### config.mk
export PLATFORM = sky130hd
export DESIGN_NAME = pss_detector_top
export DESIGN_NICKNAME = d
export VERILOG_FILES = /design/src/rtl/pss_pkg.sv /design/src/rtl/detect_fifo.sv /design/src/rtl/pss_correlator.sv /design/src/rtl/pss_decision.sv /design/src/rtl/pss_detector_top.sv /design/src/rtl/pss_regs.sv
export SDC_FILE = /design/constraint.sdc
export NUM_CORES = 2
export LEC_CHECK = 0
export BUFFER_PORTS_ARGS = -buffer_cell sky130_fd_sc_hd__buf_2
export CAP_MARGIN = 10
export CELL_PAD_IN_SITES_DETAIL_PLACEMENT = 0
export CELL_PAD_IN_SITES_GLOBAL_PLACEMENT = 1
export CORE_MARGIN = 4
export CORE_UTILIZATION = 58
export CTS_CLUSTER_SIZE = 25
export DETAILED_ROUTE_END_ITERATION = 10
export GPL_TIMING_DRIVEN = 0
export MAX_ROUTING_LAYER = met4
export PLACE_DENSITY_LB_ADDON = 0.1
export SLEW_MARGIN = 30
export SYNTH_ARGS = -nofsm -noshare
export SYNTH_HDL_FRONTEND = slang
export SYNTH_SLANG_ARGS = --single-unit
### constraint.sdc
create_clock -name clk_i -period 54.7 [get_ports clk_i]
set_input_delay 10.94 -clock clk_i [delete_from_list [all_inputs] [get_ports clk_i]]
set_output_delay 10.94 -clock clk_i [all_outputs]
set_load 0.005 [all_outputs]
### src/rtl/pss_pkg.sv
package pss_pkg;

    // ------------------------------------------------------------------------
    // widths
    // ------------------------------------------------------------------------
    typedef logic signed [7:0] sample_t;
    typedef logic [15:0] corr_t;
    typedef logic [1:0] nid_t;
    typedef logic [13:0] sindex_t;
    // nid_t in the upper bits, sindex_t below
    typedef logic [15:0] detect_t;
    typedef logic [15:0] count_t;
    typedef logic [3:0] wb_addr_t;
    typedef logic [15:0] wb_data_t;

    typedef enum logic [1:0] {
        SEARCH = 2'd0,
        FIND   = 2'd1,
        PAUSE  = 2'd2
    } mode_e;

    // ------------------------------------------------------------------------
    // defaults
    // ------------------------------------------------------------------------
    localparam int DEFAULT_PSS_LEN = 16;
    localparam int DEFAULT_FIFO_DEPTH = 8;
    // a full 16-tap match at amplitude 8 on I and Q gives 256
    localparam corr_t DEFAULT_THRESHOLD = 16'd224;

    // ------------------------------------------------------------------------
    // register map, word addresses
    // ------------------------------------------------------------------------
    localparam wb_addr_t REG_CTRL = 4'd0;
    localparam wb_addr_t REG_THRESH = 4'd1;
    localparam wb_addr_t REG_STATUS = 4'd2;
    localparam wb_addr_t REG_EVENT = 4'd3;
    localparam wb_addr_t REG_CNT0 = 4'd4;
    localparam wb_addr_t REG_CNT1 = 4'd5;
    localparam wb_addr_t REG_CNT2 = 4'd6;

    // ------------------------------------------------------------------------
    // tap sequences, bit j set is +1, clear is -1
    // ------------------------------------------------------------------------
    // low 16 bits differ pairwise in 6, 11 and 13 positions
    localparam logic [31:0] PSS_TAPS_0 = 32'hC5E2_3A59;
    localparam logic [31:0] PSS_TAPS_1 = 32'h1B76_6C1D;
    localparam logic [31:0] PSS_TAPS_2 = 32'h72AD_95E3;

endpackage

### src/rtl/detect_fifo.sv
`timescale 1ns/10ps

module detect_fifo import pss_pkg::*; #(
    parameter int FIFO_DEPTH = DEFAULT_FIFO_DEPTH
) (
    input  logic                              clk_i,
    input  logic                              reset_ni,
    input  logic                              push_i,
    input  detect_t                           data_i,
    input  logic                              pop_i,
    output detect_t                           data_o,
    output logic [$clog2(FIFO_DEPTH+1)-1:0]   level_o,
    output logic                              overflow_o,
    input  logic                              clear_overflow_i
);

    localparam int PTR_W = (FIFO_DEPTH > 1) ? $clog2(FIFO_DEPTH) : 1;
    localparam int LEVEL_W = $clog2(FIFO_DEPTH + 1);

    detect_t mem_q [FIFO_DEPTH];
    logic [PTR_W-1:0] wr_ptr_q;
    logic [PTR_W-1:0] rd_ptr_q;
    logic [LEVEL_W-1:0] level_q;
    logic full;
    logic do_push;
    logic do_pop;

    function automatic logic [PTR_W-1:0] next_ptr(input logic [PTR_W-1:0] ptr);
        return (ptr == PTR_W'(FIFO_DEPTH - 1)) ? '0 : ptr + 1'b1;
    endfunction

    assign full = (level_q == LEVEL_W'(FIFO_DEPTH));
    assign do_push = push_i && !full;
    assign do_pop = pop_i && (level_q != '0);

    always_ff @(posedge clk_i) begin
        if (do_push) begin
            mem_q[wr_ptr_q] <= data_i;
        end
    end

    always_ff @(posedge clk_i) begin
        if (!reset_ni) begin
            wr_ptr_q <= '0;
            rd_ptr_q <= '0;
            level_q <= '0;
            overflow_o <= 1'b0;
        end else begin
            if (do_push) wr_ptr_q <= next_ptr(wr_ptr_q);
            if (do_pop) rd_ptr_q <= next_ptr(rd_ptr_q);
            case ({do_push, do_pop})
                2'b10: level_q <= level_q + 1'b1;
                2'b01: level_q <= level_q - 1'b1;
                default: level_q <= level_q;
            endcase
            // a new drop wins over a clear in the same cycle
            if (push_i && full) begin
                overflow_o <= 1'b1;
            end else if (clear_overflow_i) begin
                overflow_o <= 1'b0;
            end
        end
    end

    // first word fall through
    assign data_o = mem_q[rd_ptr_q];
    assign level_o = level_q;

endmodule

### src/rtl/pss_correlator.sv
`timescale 1ns/10ps

module pss_correlator import pss_pkg::*; #(
    parameter int PSS_LEN = DEFAULT_PSS_LEN,
    parameter int N_ID_2 = 0
) (
    input  logic    clk_i,
    input  logic    reset_ni,
    input  sample_t sample_i_i,
    input  sample_t sample_q_i,
    input  logic    sample_valid_i,
    input  logic    corr_en_i,
    input  corr_t   threshold_i,
    output logic    peak_o
);

    // one sign bit plus growth over PSS_LEN terms
    localparam int SUM_W = $bits(sample_t) + $clog2(PSS_LEN) + 1;
    localparam logic [31:0] TAPS = (N_ID_2 == 0) ? PSS_TAPS_0 :
                                   (N_ID_2 == 1) ? PSS_TAPS_1 : PSS_TAPS_2;

    // line_*_q[0] holds the oldest sample
    sample_t line_i_q [PSS_LEN];
    sample_t line_q_q [PSS_LEN];
    logic shifted_q;
    logic accept;
    logic signed [SUM_W-1:0] sum_i;
    logic signed [SUM_W-1:0] sum_q;
    logic [SUM_W-1:0] abs_i;
    logic [SUM_W-1:0] abs_q;
    corr_t magnitude;

    assign accept = sample_valid_i && corr_en_i;

    always_ff @(posedge clk_i) begin
        if (!reset_ni) begin
            for (int j = 0; j < PSS_LEN; j++) begin
                line_i_q[j] <= '0;
                line_q_q[j] <= '0;
            end
        end else if (accept) begin
            for (int j = 0; j < PSS_LEN - 1; j++) begin
                line_i_q[j] <= line_i_q[j+1];
                line_q_q[j] <= line_q_q[j+1];
            end
            line_i_q[PSS_LEN-1] <= sample_i_i;
            line_q_q[PSS_LEN-1] <= sample_q_i;
        end
    end

    // signed sum with +-1 taps
    always_comb begin
        sum_i = '0;
        sum_q = '0;
        for (int j = 0; j < PSS_LEN; j++) begin
            if (TAPS[j]) begin
                sum_i = sum_i + line_i_q[j];
                sum_q = sum_q + line_q_q[j];
            end else begin
                sum_i = sum_i - line_i_q[j];
                sum_q = sum_q - line_q_q[j];
            end
        end
    end

    assign abs_i = sum_i[SUM_W-1] ? -sum_i : sum_i;
    assign abs_q = sum_q[SUM_W-1] ? -sum_q : sum_q;
    assign magnitude = corr_t'(abs_i) + corr_t'(abs_q);

    // compare only on the cycle after a new sample entered the line
    always_ff @(posedge clk_i) begin
        if (!reset_ni) begin
            shifted_q <= 1'b0;
            peak_o <= 1'b0;
        end else begin
            shifted_q <= accept;
            peak_o <= shifted_q && (magnitude > threshold_i);
        end
    end

endmodule

### src/rtl/pss_decision.sv
`timescale 1ns/10ps

module pss_decision import pss_pkg::*; (
    input  logic       clk_i,
    input  logic       reset_ni,
    input  logic       sample_valid_i,
    input  logic [2:0] peak_i,
    input  mode_e      mode_i,
    input  nid_t       requested_nid_i,
    output logic       corr_en_o,
    output nid_t       n_id_2_o,
    output logic       detect_valid_o,
    output detect_t    detect_o
);

    sindex_t sample_cnt_q;
    sindex_t peak_index_q;
    logic one_peak;
    nid_t peak_nid;
    logic fire;

    // free-running count of samples since reset
    always_ff @(posedge clk_i) begin
        if (!reset_ni) begin
            sample_cnt_q <= '0;
        end else if (sample_valid_i) begin
            sample_cnt_q <= sample_cnt_q + 1'b1;
        end
    end

    // zero-based index of the sample behind the current peak_i
    always_ff @(posedge clk_i) begin
        peak_index_q <= sample_cnt_q - 1'b1;
    end

    assign one_peak = (peak_i == 3'b001) || (peak_i == 3'b010) || (peak_i == 3'b100);
    assign peak_nid = peak_i[2] ? 2'd2 : (peak_i[1] ? 2'd1 : 2'd0);

    // ------------------------------------------------------------------------
    // mode handling
    // ------------------------------------------------------------------------
    always_comb begin
        case (mode_i)
            SEARCH: begin
                corr_en_o = 1'b1;
                fire = one_peak;
            end
            FIND: begin
                corr_en_o = 1'b1;
                fire = one_peak && (peak_nid == requested_nid_i);
            end
            default: begin
                corr_en_o = 1'b0;
                fire = 1'b0;
            end
        endcase
    end

    always_ff @(posedge clk_i) begin
        if (!reset_ni) begin
            detect_valid_o <= 1'b0;
            n_id_2_o <= '0;
        end else begin
            detect_valid_o <= fire;
            if (fire) begin
                n_id_2_o <= peak_nid;
            end
        end
    end

    always_ff @(posedge clk_i) begin
        if (fire) begin
            detect_o <= {peak_nid, peak_index_q};
        end
    end

endmodule

### src/rtl/pss_detector_top.sv
`timescale 1ns/10ps

module pss_detector_top import pss_pkg::*; #(
    parameter int PSS_LEN = DEFAULT_PSS_LEN,
    parameter int FIFO_DEPTH = DEFAULT_FIFO_DEPTH
) (
    input  logic     clk_i,
    input  logic     reset_ni,
    input  sample_t  sample_i_i,
    input  sample_t  sample_q_i,
    input  logic     sample_valid_i,
    input  logic     wb_cyc_i,
    input  logic     wb_stb_i,
    input  logic     wb_we_i,
    input  wb_addr_t wb_adr_i,
    input  wb_data_t wb_dat_i,
    output wb_data_t wb_dat_o,
    output logic     wb_ack_o,
    output nid_t     n_id_2_o,
    output logic     n_id_2_valid_o
);

    localparam int LEVEL_W = $clog2(FIFO_DEPTH + 1);

    logic [2:0] peak;
    logic corr_en;
    corr_t threshold;
    mode_e mode;
    nid_t requested_nid;
    detect_t detect;
    detect_t fifo_data;
    logic [LEVEL_W-1:0] fifo_level;
    logic fifo_overflow;
    logic fifo_pop;
    logic clear_overflow;

    // one correlator per N_id_2
    for (genvar n = 0; n < 3; n++) begin : g_corr
        pss_correlator #(
            .PSS_LEN(PSS_LEN),
            .N_ID_2(n)
        ) u_pss_correlator (
            .clk_i(clk_i),
            .reset_ni(reset_ni),
            .sample_i_i(sample_i_i),
            .sample_q_i(sample_q_i),
            .sample_valid_i(sample_valid_i),
            .corr_en_i(corr_en),
            .threshold_i(threshold),
            .peak_o(peak[n])
        );
    end

    pss_decision u_pss_decision (
        .clk_i(clk_i),
        .reset_ni(reset_ni),
        .sample_valid_i(sample_valid_i),
        .peak_i(peak),
        .mode_i(mode),
        .requested_nid_i(requested_nid),
        .corr_en_o(corr_en),
        .n_id_2_o(n_id_2_o),
        .detect_valid_o(n_id_2_valid_o),
        .detect_o(detect)
    );

    detect_fifo #(
        .FIFO_DEPTH(FIFO_DEPTH)
    ) u_detect_fifo (
        .clk_i(clk_i),
        .reset_ni(reset_ni),
        .push_i(n_id_2_valid_o),
        .data_i(detect),
        .pop_i(fifo_pop),
        .data_o(fifo_data),
        .level_o(fifo_level),
        .overflow_o(fifo_overflow),
        .clear_overflow_i(clear_overflow)
    );

    pss_regs #(
        .FIFO_DEPTH(FIFO_DEPTH)
    ) u_pss_regs (
        .clk_i(clk_i),
        .reset_ni(reset_ni),
        .wb_cyc_i(wb_cyc_i),
        .wb_stb_i(wb_stb_i),
        .wb_we_i(wb_we_i),
        .wb_adr_i(wb_adr_i),
        .wb_dat_i(wb_dat_i),
        .wb_dat_o(wb_dat_o),
        .wb_ack_o(wb_ack_o),
        .peak_i(peak),
        .fifo_data_i(fifo_data),
        .fifo_level_i(fifo_level),
        .fifo_overflow_i(fifo_overflow),
        .pop_o(fifo_pop),
        .clear_overflow_o(clear_overflow),
        .mode_o(mode),
        .requested_nid_o(requested_nid),
        .threshold_o(threshold)
    );

endmodule

### src/rtl/pss_regs.sv
`timescale 1ns/10ps

module pss_regs import pss_pkg::*; #(
    parameter int FIFO_DEPTH = DEFAULT_FIFO_DEPTH
) (
    input  logic                              clk_i,
    input  logic                              reset_ni,
    input  logic                              wb_cyc_i,
    input  logic                              wb_stb_i,
    input  logic                              wb_we_i,
    input  wb_addr_t                          wb_adr_i,
    input  wb_data_t                          wb_dat_i,
    output wb_data_t                          wb_dat_o,
    output logic                              wb_ack_o,
    input  logic [2:0]                        peak_i,
    input  detect_t                           fifo_data_i,
    input  logic [$clog2(FIFO_DEPTH+1)-1:0]   fifo_level_i,
    input  logic                              fifo_overflow_i,
    output logic                              pop_o,
    output logic                              clear_overflow_o,
    output mode_e                             mode_o,
    output nid_t                              requested_nid_o,
    output corr_t                             threshold_o
);

    localparam int LEVEL_W = $clog2(FIFO_DEPTH + 1);

    count_t cnt_q [3];
    wb_data_t rd_data;
    logic wb_req;
    logic wb_wr;
    logic wb_rd;

    // new request while no ack is pending
    assign wb_req = wb_cyc_i && wb_stb_i && !wb_ack_o;
    assign wb_wr = wb_req && wb_we_i;
    assign wb_rd = wb_req && !wb_we_i;

    // side effects of reads land on the edge that raises ack
    assign pop_o = wb_rd && (wb_adr_i == REG_EVENT);
    assign clear_overflow_o = wb_rd && (wb_adr_i == REG_STATUS);

    always_ff @(posedge clk_i) begin
        if (!reset_ni) begin
            wb_ack_o <= 1'b0;
        end else begin
            wb_ack_o <= wb_req;
        end
    end

    // ------------------------------------------------------------------------
    // control and threshold
    // ------------------------------------------------------------------------
    always_ff @(posedge clk_i) begin
        if (!reset_ni) begin
            mode_o <= SEARCH;
            requested_nid_o <= '0;
            threshold_o <= DEFAULT_THRESHOLD;
        end else if (wb_wr) begin
            case (wb_adr_i)
                REG_CTRL: begin
                    mode_o <= mode_e'(wb_dat_i[1:0]);
                    requested_nid_o <= wb_dat_i[3:2];
                end
                REG_THRESH: threshold_o <= wb_dat_i;
                default: ;
            endcase
        end
    end

    // saturating peak counters
    always_ff @(posedge clk_i) begin
        if (!reset_ni) begin
            for (int n = 0; n < 3; n++) begin
                cnt_q[n] <= '0;
            end
        end else begin
            for (int n = 0; n < 3; n++) begin
                if (peak_i[n] && (cnt_q[n] != '1)) begin
                    cnt_q[n] <= cnt_q[n] + 1'b1;
                end
            end
        end
    end

    // ------------------------------------------------------------------------
    // read path
    // ------------------------------------------------------------------------
    always_comb begin
        rd_data = '0;
        case (wb_adr_i)
            REG_CTRL: rd_data[3:0] = {requested_nid_o, mode_o};
            REG_THRESH: rd_data = threshold_o;
            REG_STATUS: begin
                rd_data[LEVEL_W-1:0] = fifo_level_i;
                rd_data[15] = fifo_overflow_i;
            end
            REG_EVENT: rd_data = (fifo_level_i != '0) ? fifo_data_i : '0;
            REG_CNT0: rd_data = cnt_q[0];
            REG_CNT1: rd_data = cnt_q[1];
            REG_CNT2: rd_data = cnt_q[2];
            default: ;
        endcase
    end

    always_ff @(posedge clk_i) begin
        if (wb_rd) begin
            wb_dat_o <= rd_data;
        end
    end

endmodule

Word level (Yosys, flattened, before mapping) --
Memories as Yosys holds them, arrays and structs flattened. A register that Yosys moved wholly into a read port is not among the register bits. Cells that the tools add are included.
Cells by class: $add $sub $neg 108, order comparisons 3, equality and inequality tests 19, mux-type cells 135, bitwise operators 99, reductions and logical operators 30
Operators with widths (count):
- two-way mux 8 bit | 96
- adder 13 x 8 -> 13 bit | 40
- subtractor 13 x 8 -> 13 bit | 38
- bitwise OR 1 bit | 99
- two-way mux 13 bit | 6
- negation 13 bit | 6
- two-way mux 16 bit | 4
- one-hot mux 11 bit (5 select lines) | 1
- adder 16 x 1 -> 16 bit, second input constant | 3
- > comparator 16 bit | 3
- inequality test 16 bit, second input constant | 3
- adder 13 x 13 -> 14 bit | 3
- subtractor 9 x 8 -> 10 bit | 4
- subtractor 8 x 8 -> 9 bit | 4
- one-hot mux 4 bit (7 select lines) | 1
- adder 9 x 8 -> 10 bit | 2
- two-way mux 1 bit | 19
- adder 8 x 8 -> 9 bit | 2
- logical AND 1 bit | 17
- adder 14 x 1 -> 14 bit, second input constant | 1
- subtractor 14 x 1 -> 14 bit, second input constant | 1
- equality test 4 x 3 -> 1 bit, second input constant | 3
- two-way mux 3 bit | 4
- equality test 3 bit, second input constant | 3
- 23 further kinds | 31
Storage, ports and cells: bits in registers 99, RAM bits 944, bits of input ports 42, output and inout bits 20, logic and storage cells 420, memories kept 8
Memory list:
- g_corr[0].u_pss_correlator.line_i_q | words 16, width 8, rd ports 16, clocked after memory_dff 0, wr ports 16, line pss_correlator.sv:23 | sample_t line_i_q [PSS_LEN];
- g_corr[0].u_pss_correlator.line_q_q | words 16, width 8, rd ports 16, clocked after memory_dff 0, wr ports 16, line pss_correlator.sv:24 | sample_t line_q_q [PSS_LEN];
- g_corr[1].u_pss_correlator.line_i_q | words 16, width 8, rd ports 16, clocked after memory_dff 0, wr ports 16, line pss_correlator.sv:23
- g_corr[1].u_pss_correlator.line_q_q | words 16, width 8, rd ports 16, clocked after memory_dff 0, wr ports 16, line pss_correlator.sv:24
- g_corr[2].u_pss_correlator.line_i_q | words 16, width 8, rd ports 16, clocked after memory_dff 0, wr ports 16, line pss_correlator.sv:23
- g_corr[2].u_pss_correlator.line_q_q | words 16, width 8, rd ports 16, clocked after memory_dff 0, wr ports 16, line pss_correlator.sv:24
- 2 more memories

Depth between registers and ports, before layout --
An unclocked memory read counts as a cell.
depth after elaboration 21, mapped depth 49

Hierarchy --
From an unflattened synthesis, not the netlist that was laid out.
Second synthesis, totals: cells, all modules 5507, area total of the unflattened synthesis 67895.1 um2
By module, submodules not included:
- pss_correlator at g_corr[0].u_pss_correlator | instances 1, cells an instance 1596, area each 18794.3 um2
- pss_correlator at g_corr[2].u_pss_correlator | instances 1, cells an instance 1554, area each 18602.8 um2
- pss_correlator at g_corr[1].u_pss_correlator | instances 1, cells an instance 1489, area each 18381.4 um2
- detect_fifo | instances 1, cells an instance 263, area each 5667.9 um2
- pss_regs | instances 1, cells an instance 450, area each 4633.2 um2
- pss_decision | instances 1, cells an instance 155, area each 1815.5 um2

Least setup slack after synthesis --
No wires, ideal clock.
kind input -> register, start input sample_valid_i, end memory g_corr[0].u_pss_correlator.line_i_q[0][0] (netlist name) (enable), setup time 1.227 ns, arrival time 29.088 ns, required time 53.473 ns, path slack 24.386 ns, cell stages on the path 3, path through clkbuf_1 inv_1 o21ai_0
RTL lines:
- start: declaration | line pss_detector_top.sv:11 | input logic sample_valid_i,
- end: declaration | line pss_correlator.sv:23

==> impl_metrics.yaml <==
critical_path:
  worstPathRequired_ns: 55.07
  worst-path-buf-inv: 8
  worstSetupEndpointType: "flop"
  critPathTopFamily: "buffers and inverters"
  crit_path_start_kind: "input pin"
  critPathArrivalTime_ns: 14.09
  crit_type: "in2reg"
  critical_path.slowest_cell: "clkbuf_1"
  path_max_fanout: 20
  max_stage_delay_ns: 0.69
  crit_chain: "buf_2 > clkbuf_1 > clkbuf_1 > clkbuf_1 > o21ai_4 > buf_16 > buf_16 > buf_16 > buf_16"
  critPathMostFrequentCell: "buf_16"
timing:
  tightest_slew_ns: 0.969
  period_minus_slack_ns: 13.72
  finalMaxSlewViolations: 0
  skew_ns: 0.0545
  grt_setup_unrepaired: "no"
  hold_viol_final: 0
  setup_tns_ns: 0
  period_share_pct: 25.1
  setup_viol: 0
  fmax_mhz: 72.9
  relSlewSlack_pct: 35.4
synthesis:
  muxShareOfSynthArea_pct: 2.12
  synthDistinctLibCells: 76
  synthAdderAreaFrac_pct: 37.2
  yosys-top-cells-area: "fa_1 (30%), edfxtp_1 (29%), inv_1 (7.6%)"
  synthXorXnorAreaFrac_pct: 5.13
  netlist_instances: 4204
  syn_area_mm2: 0.0479
  syn_nets: 5237
  synth_edf_count: 464
  ys.flop_type: "edfxtp_1"
  postSynthAreaPerCell_um2: 11.4
  synth_warnings: 0
  async_flop_share_pct: 0
  ys_seq_elements: 534
  yosys.area_share.simple_pct: 9.36
  synth_largest_area_cell: "fa_1"
  synth_compound_area_share_pct: 5.91
  netlist.area_leader.share_pct: 30.3
  ys_seq_area_share_pct: 32.0
  synth_top_family_by_area: "adder cells"
detailed_routing:
  final_antenna_net_count: 0
  drc: 0
  drt_iter0_drc: 2049
  viasPerCell: 5.29
  dr.pass1.iters: 6
  vias: 29000
  finalWirelength_um: 112000
  wire_per_inst_um: 20.3
clock_tree:
  clk_path_buf_depth: 3
  cts_root_buf: "clkbuf_16"
  clock_latency_ns: 0.66
  ctsHtreeMaxLevel: 2
  cts_hold_buf: 0
  cts_setup_buffers: 0
  clkTransAtPathRegs_ns: 0.06
  cts_buffers: 60
  cts_sinks: 534
  ctsResizeCount: 0
  cts_tree: "built"
placement:
  globalplace.congestion: 0.929
  io_buffers: 60
  dpl-instance-area_mm2: 0.0501
  place_hpwl_um: 92700
floorplanning:
  die_area_mm2: 0.0873
  start_util_pct: 58.5
  core-area_mm2: 0.0820
  fp.dieH_um: 295
  std_cell_rows: 105
  top_level_ports: 62
  fp.dieW_um: 295
global_route:
  grt_pass1_wl_um: 177000
  antenna_found_initial: 0
  grt_max_degree: 21
  grt_pass1_vias: 30400
  track_usage_pct: 27.5
  overflow: 0
final_layout:
  final_common_cell: "inv_1"
  final_nets: 5388
  design_area_mm2: 0.0523
  final_cell_mix: "inv_1 (972), fa_1 (726), edfxtp_1 (464)"
  layout-drive-gt1-share_pct: 5.99
  syn_to_final_growth_pct: 9.05
  fillers: 6620
outcome:
  status: "complete, no violations"
flow_run:
  max_cap_violations: 0
worst_hold_path:
  hold_class: "reg2reg"
[sequential cells by signal (all words and copies together), names as in the netlist, 3 cells and up, named ones only]
register	flops
u_pss_regs.wb_dat_o	16
u_detect_fifo.rd_ptr_q	3
u_pss_decision.sample_cnt_q	14
u_detect_fifo.level_o	4
u_pss_decision.detect_o	16
g_corr.u_pss_correlator.line_i_q	128
u_detect_fifo.wr_ptr_q	3
g_corr.u_pss_correlator.line_q_q	128
u_pss_regs.cnt_q	48
u_pss_regs.threshold_o	16
u_pss_decision.peak_index_q	14
g_corr.u_pss_correlator.peak_o	3
u_detect_fifo.mem_q	128
[through the flow]
stage          instances  util, %  worst slack, ns  hold WS (ns)
2_1_floorplan       4204        -            24.39         0.386
3_5_place_dp        5363     61.2            40.36         0.389
4_1_cts             5477     63.7            40.98         0.404
3_3_place_gp        5334     60.5            14.33         0.386
6_report            5481     63.8            40.98         0.403
5_1_grt             5477     63.7            40.92         0.409
[worst register-to-register path: cells and delay by family (launching register included)]
family / cells / cell delay [ns]
and+or+nand+nor: 8 / 1.00
AOI/OAI and AO/OA: 16 / 3.57
xor gates and xnor gates: 3 / 1.01
DFF: 1 / 0.37
adders and majority gates: 11 / 4.74
buffers and inverters: 7 / 1.05
[kinds of logic after synthesis]
group	Yosys count
AO/OA/AOI/OAI	435
adder cells (fa/ha/maj)	991
multiplexers	61
flip-flops	534
XOR/XNOR	279
AND/OR/NAND/NOR	856
buffers and inverters	1048
[Yosys cell counts (all sizes together), types with 70 or more instances]
cell and n:
xnor2 172, fa 726, nor2 196, inv 972, nand2 124, and2 278
xor2 106, edfxtp 464, a21oi 113, dfxtp 70, o21ai 93, ha 265
[worst paths after layout]
check             slack (ns)  depth (start not counted)                                           to                                      start
hold / removal          0.40                          0                   u_pss_decision.detect_o[0]             u_pss_decision.peak_index_q[0]
hold reg to reg         0.40                          0                   u_pss_decision.detect_o[0]             u_pss_decision.peak_index_q[0]
setup reg to reg       42.81                         45            g_corr[2].u_pss_correlator.peak_o  g_corr[2].u_pss_correlator.line_q_q[0][1]
setup / recovery       40.98                          9  g_corr[1].u_pss_correlator.line_q_q[0][103]                                   reset_ni
[layer usage]
metal	track usage (%)	vias to the layer above	wire, um
li1	-	13700	-
met5	-	-	0
met2	43.0	631	52100
met1	39.5	14600	51300
met3	3.53	138	5630
met4	5.87	0	2560
[layout make-up]
class	instances	area [um2]	area share [%]
multi-input cells	2622	28700	55.0
flip-flops and latches	534	15300	29.3
inverters	972	3650	6.98
clock buffers	83	1770	3.39
well taps	1070	1340	2.56
repair buffers	89	790	1.51
clock inverters	31	335	0.642
plain buffers	76	310	0.594
diodes	4	10.0	0.0192
Power is not shown: default switching activity piles up to over one toggle a cycle in this logic, so the estimate is an artifact.
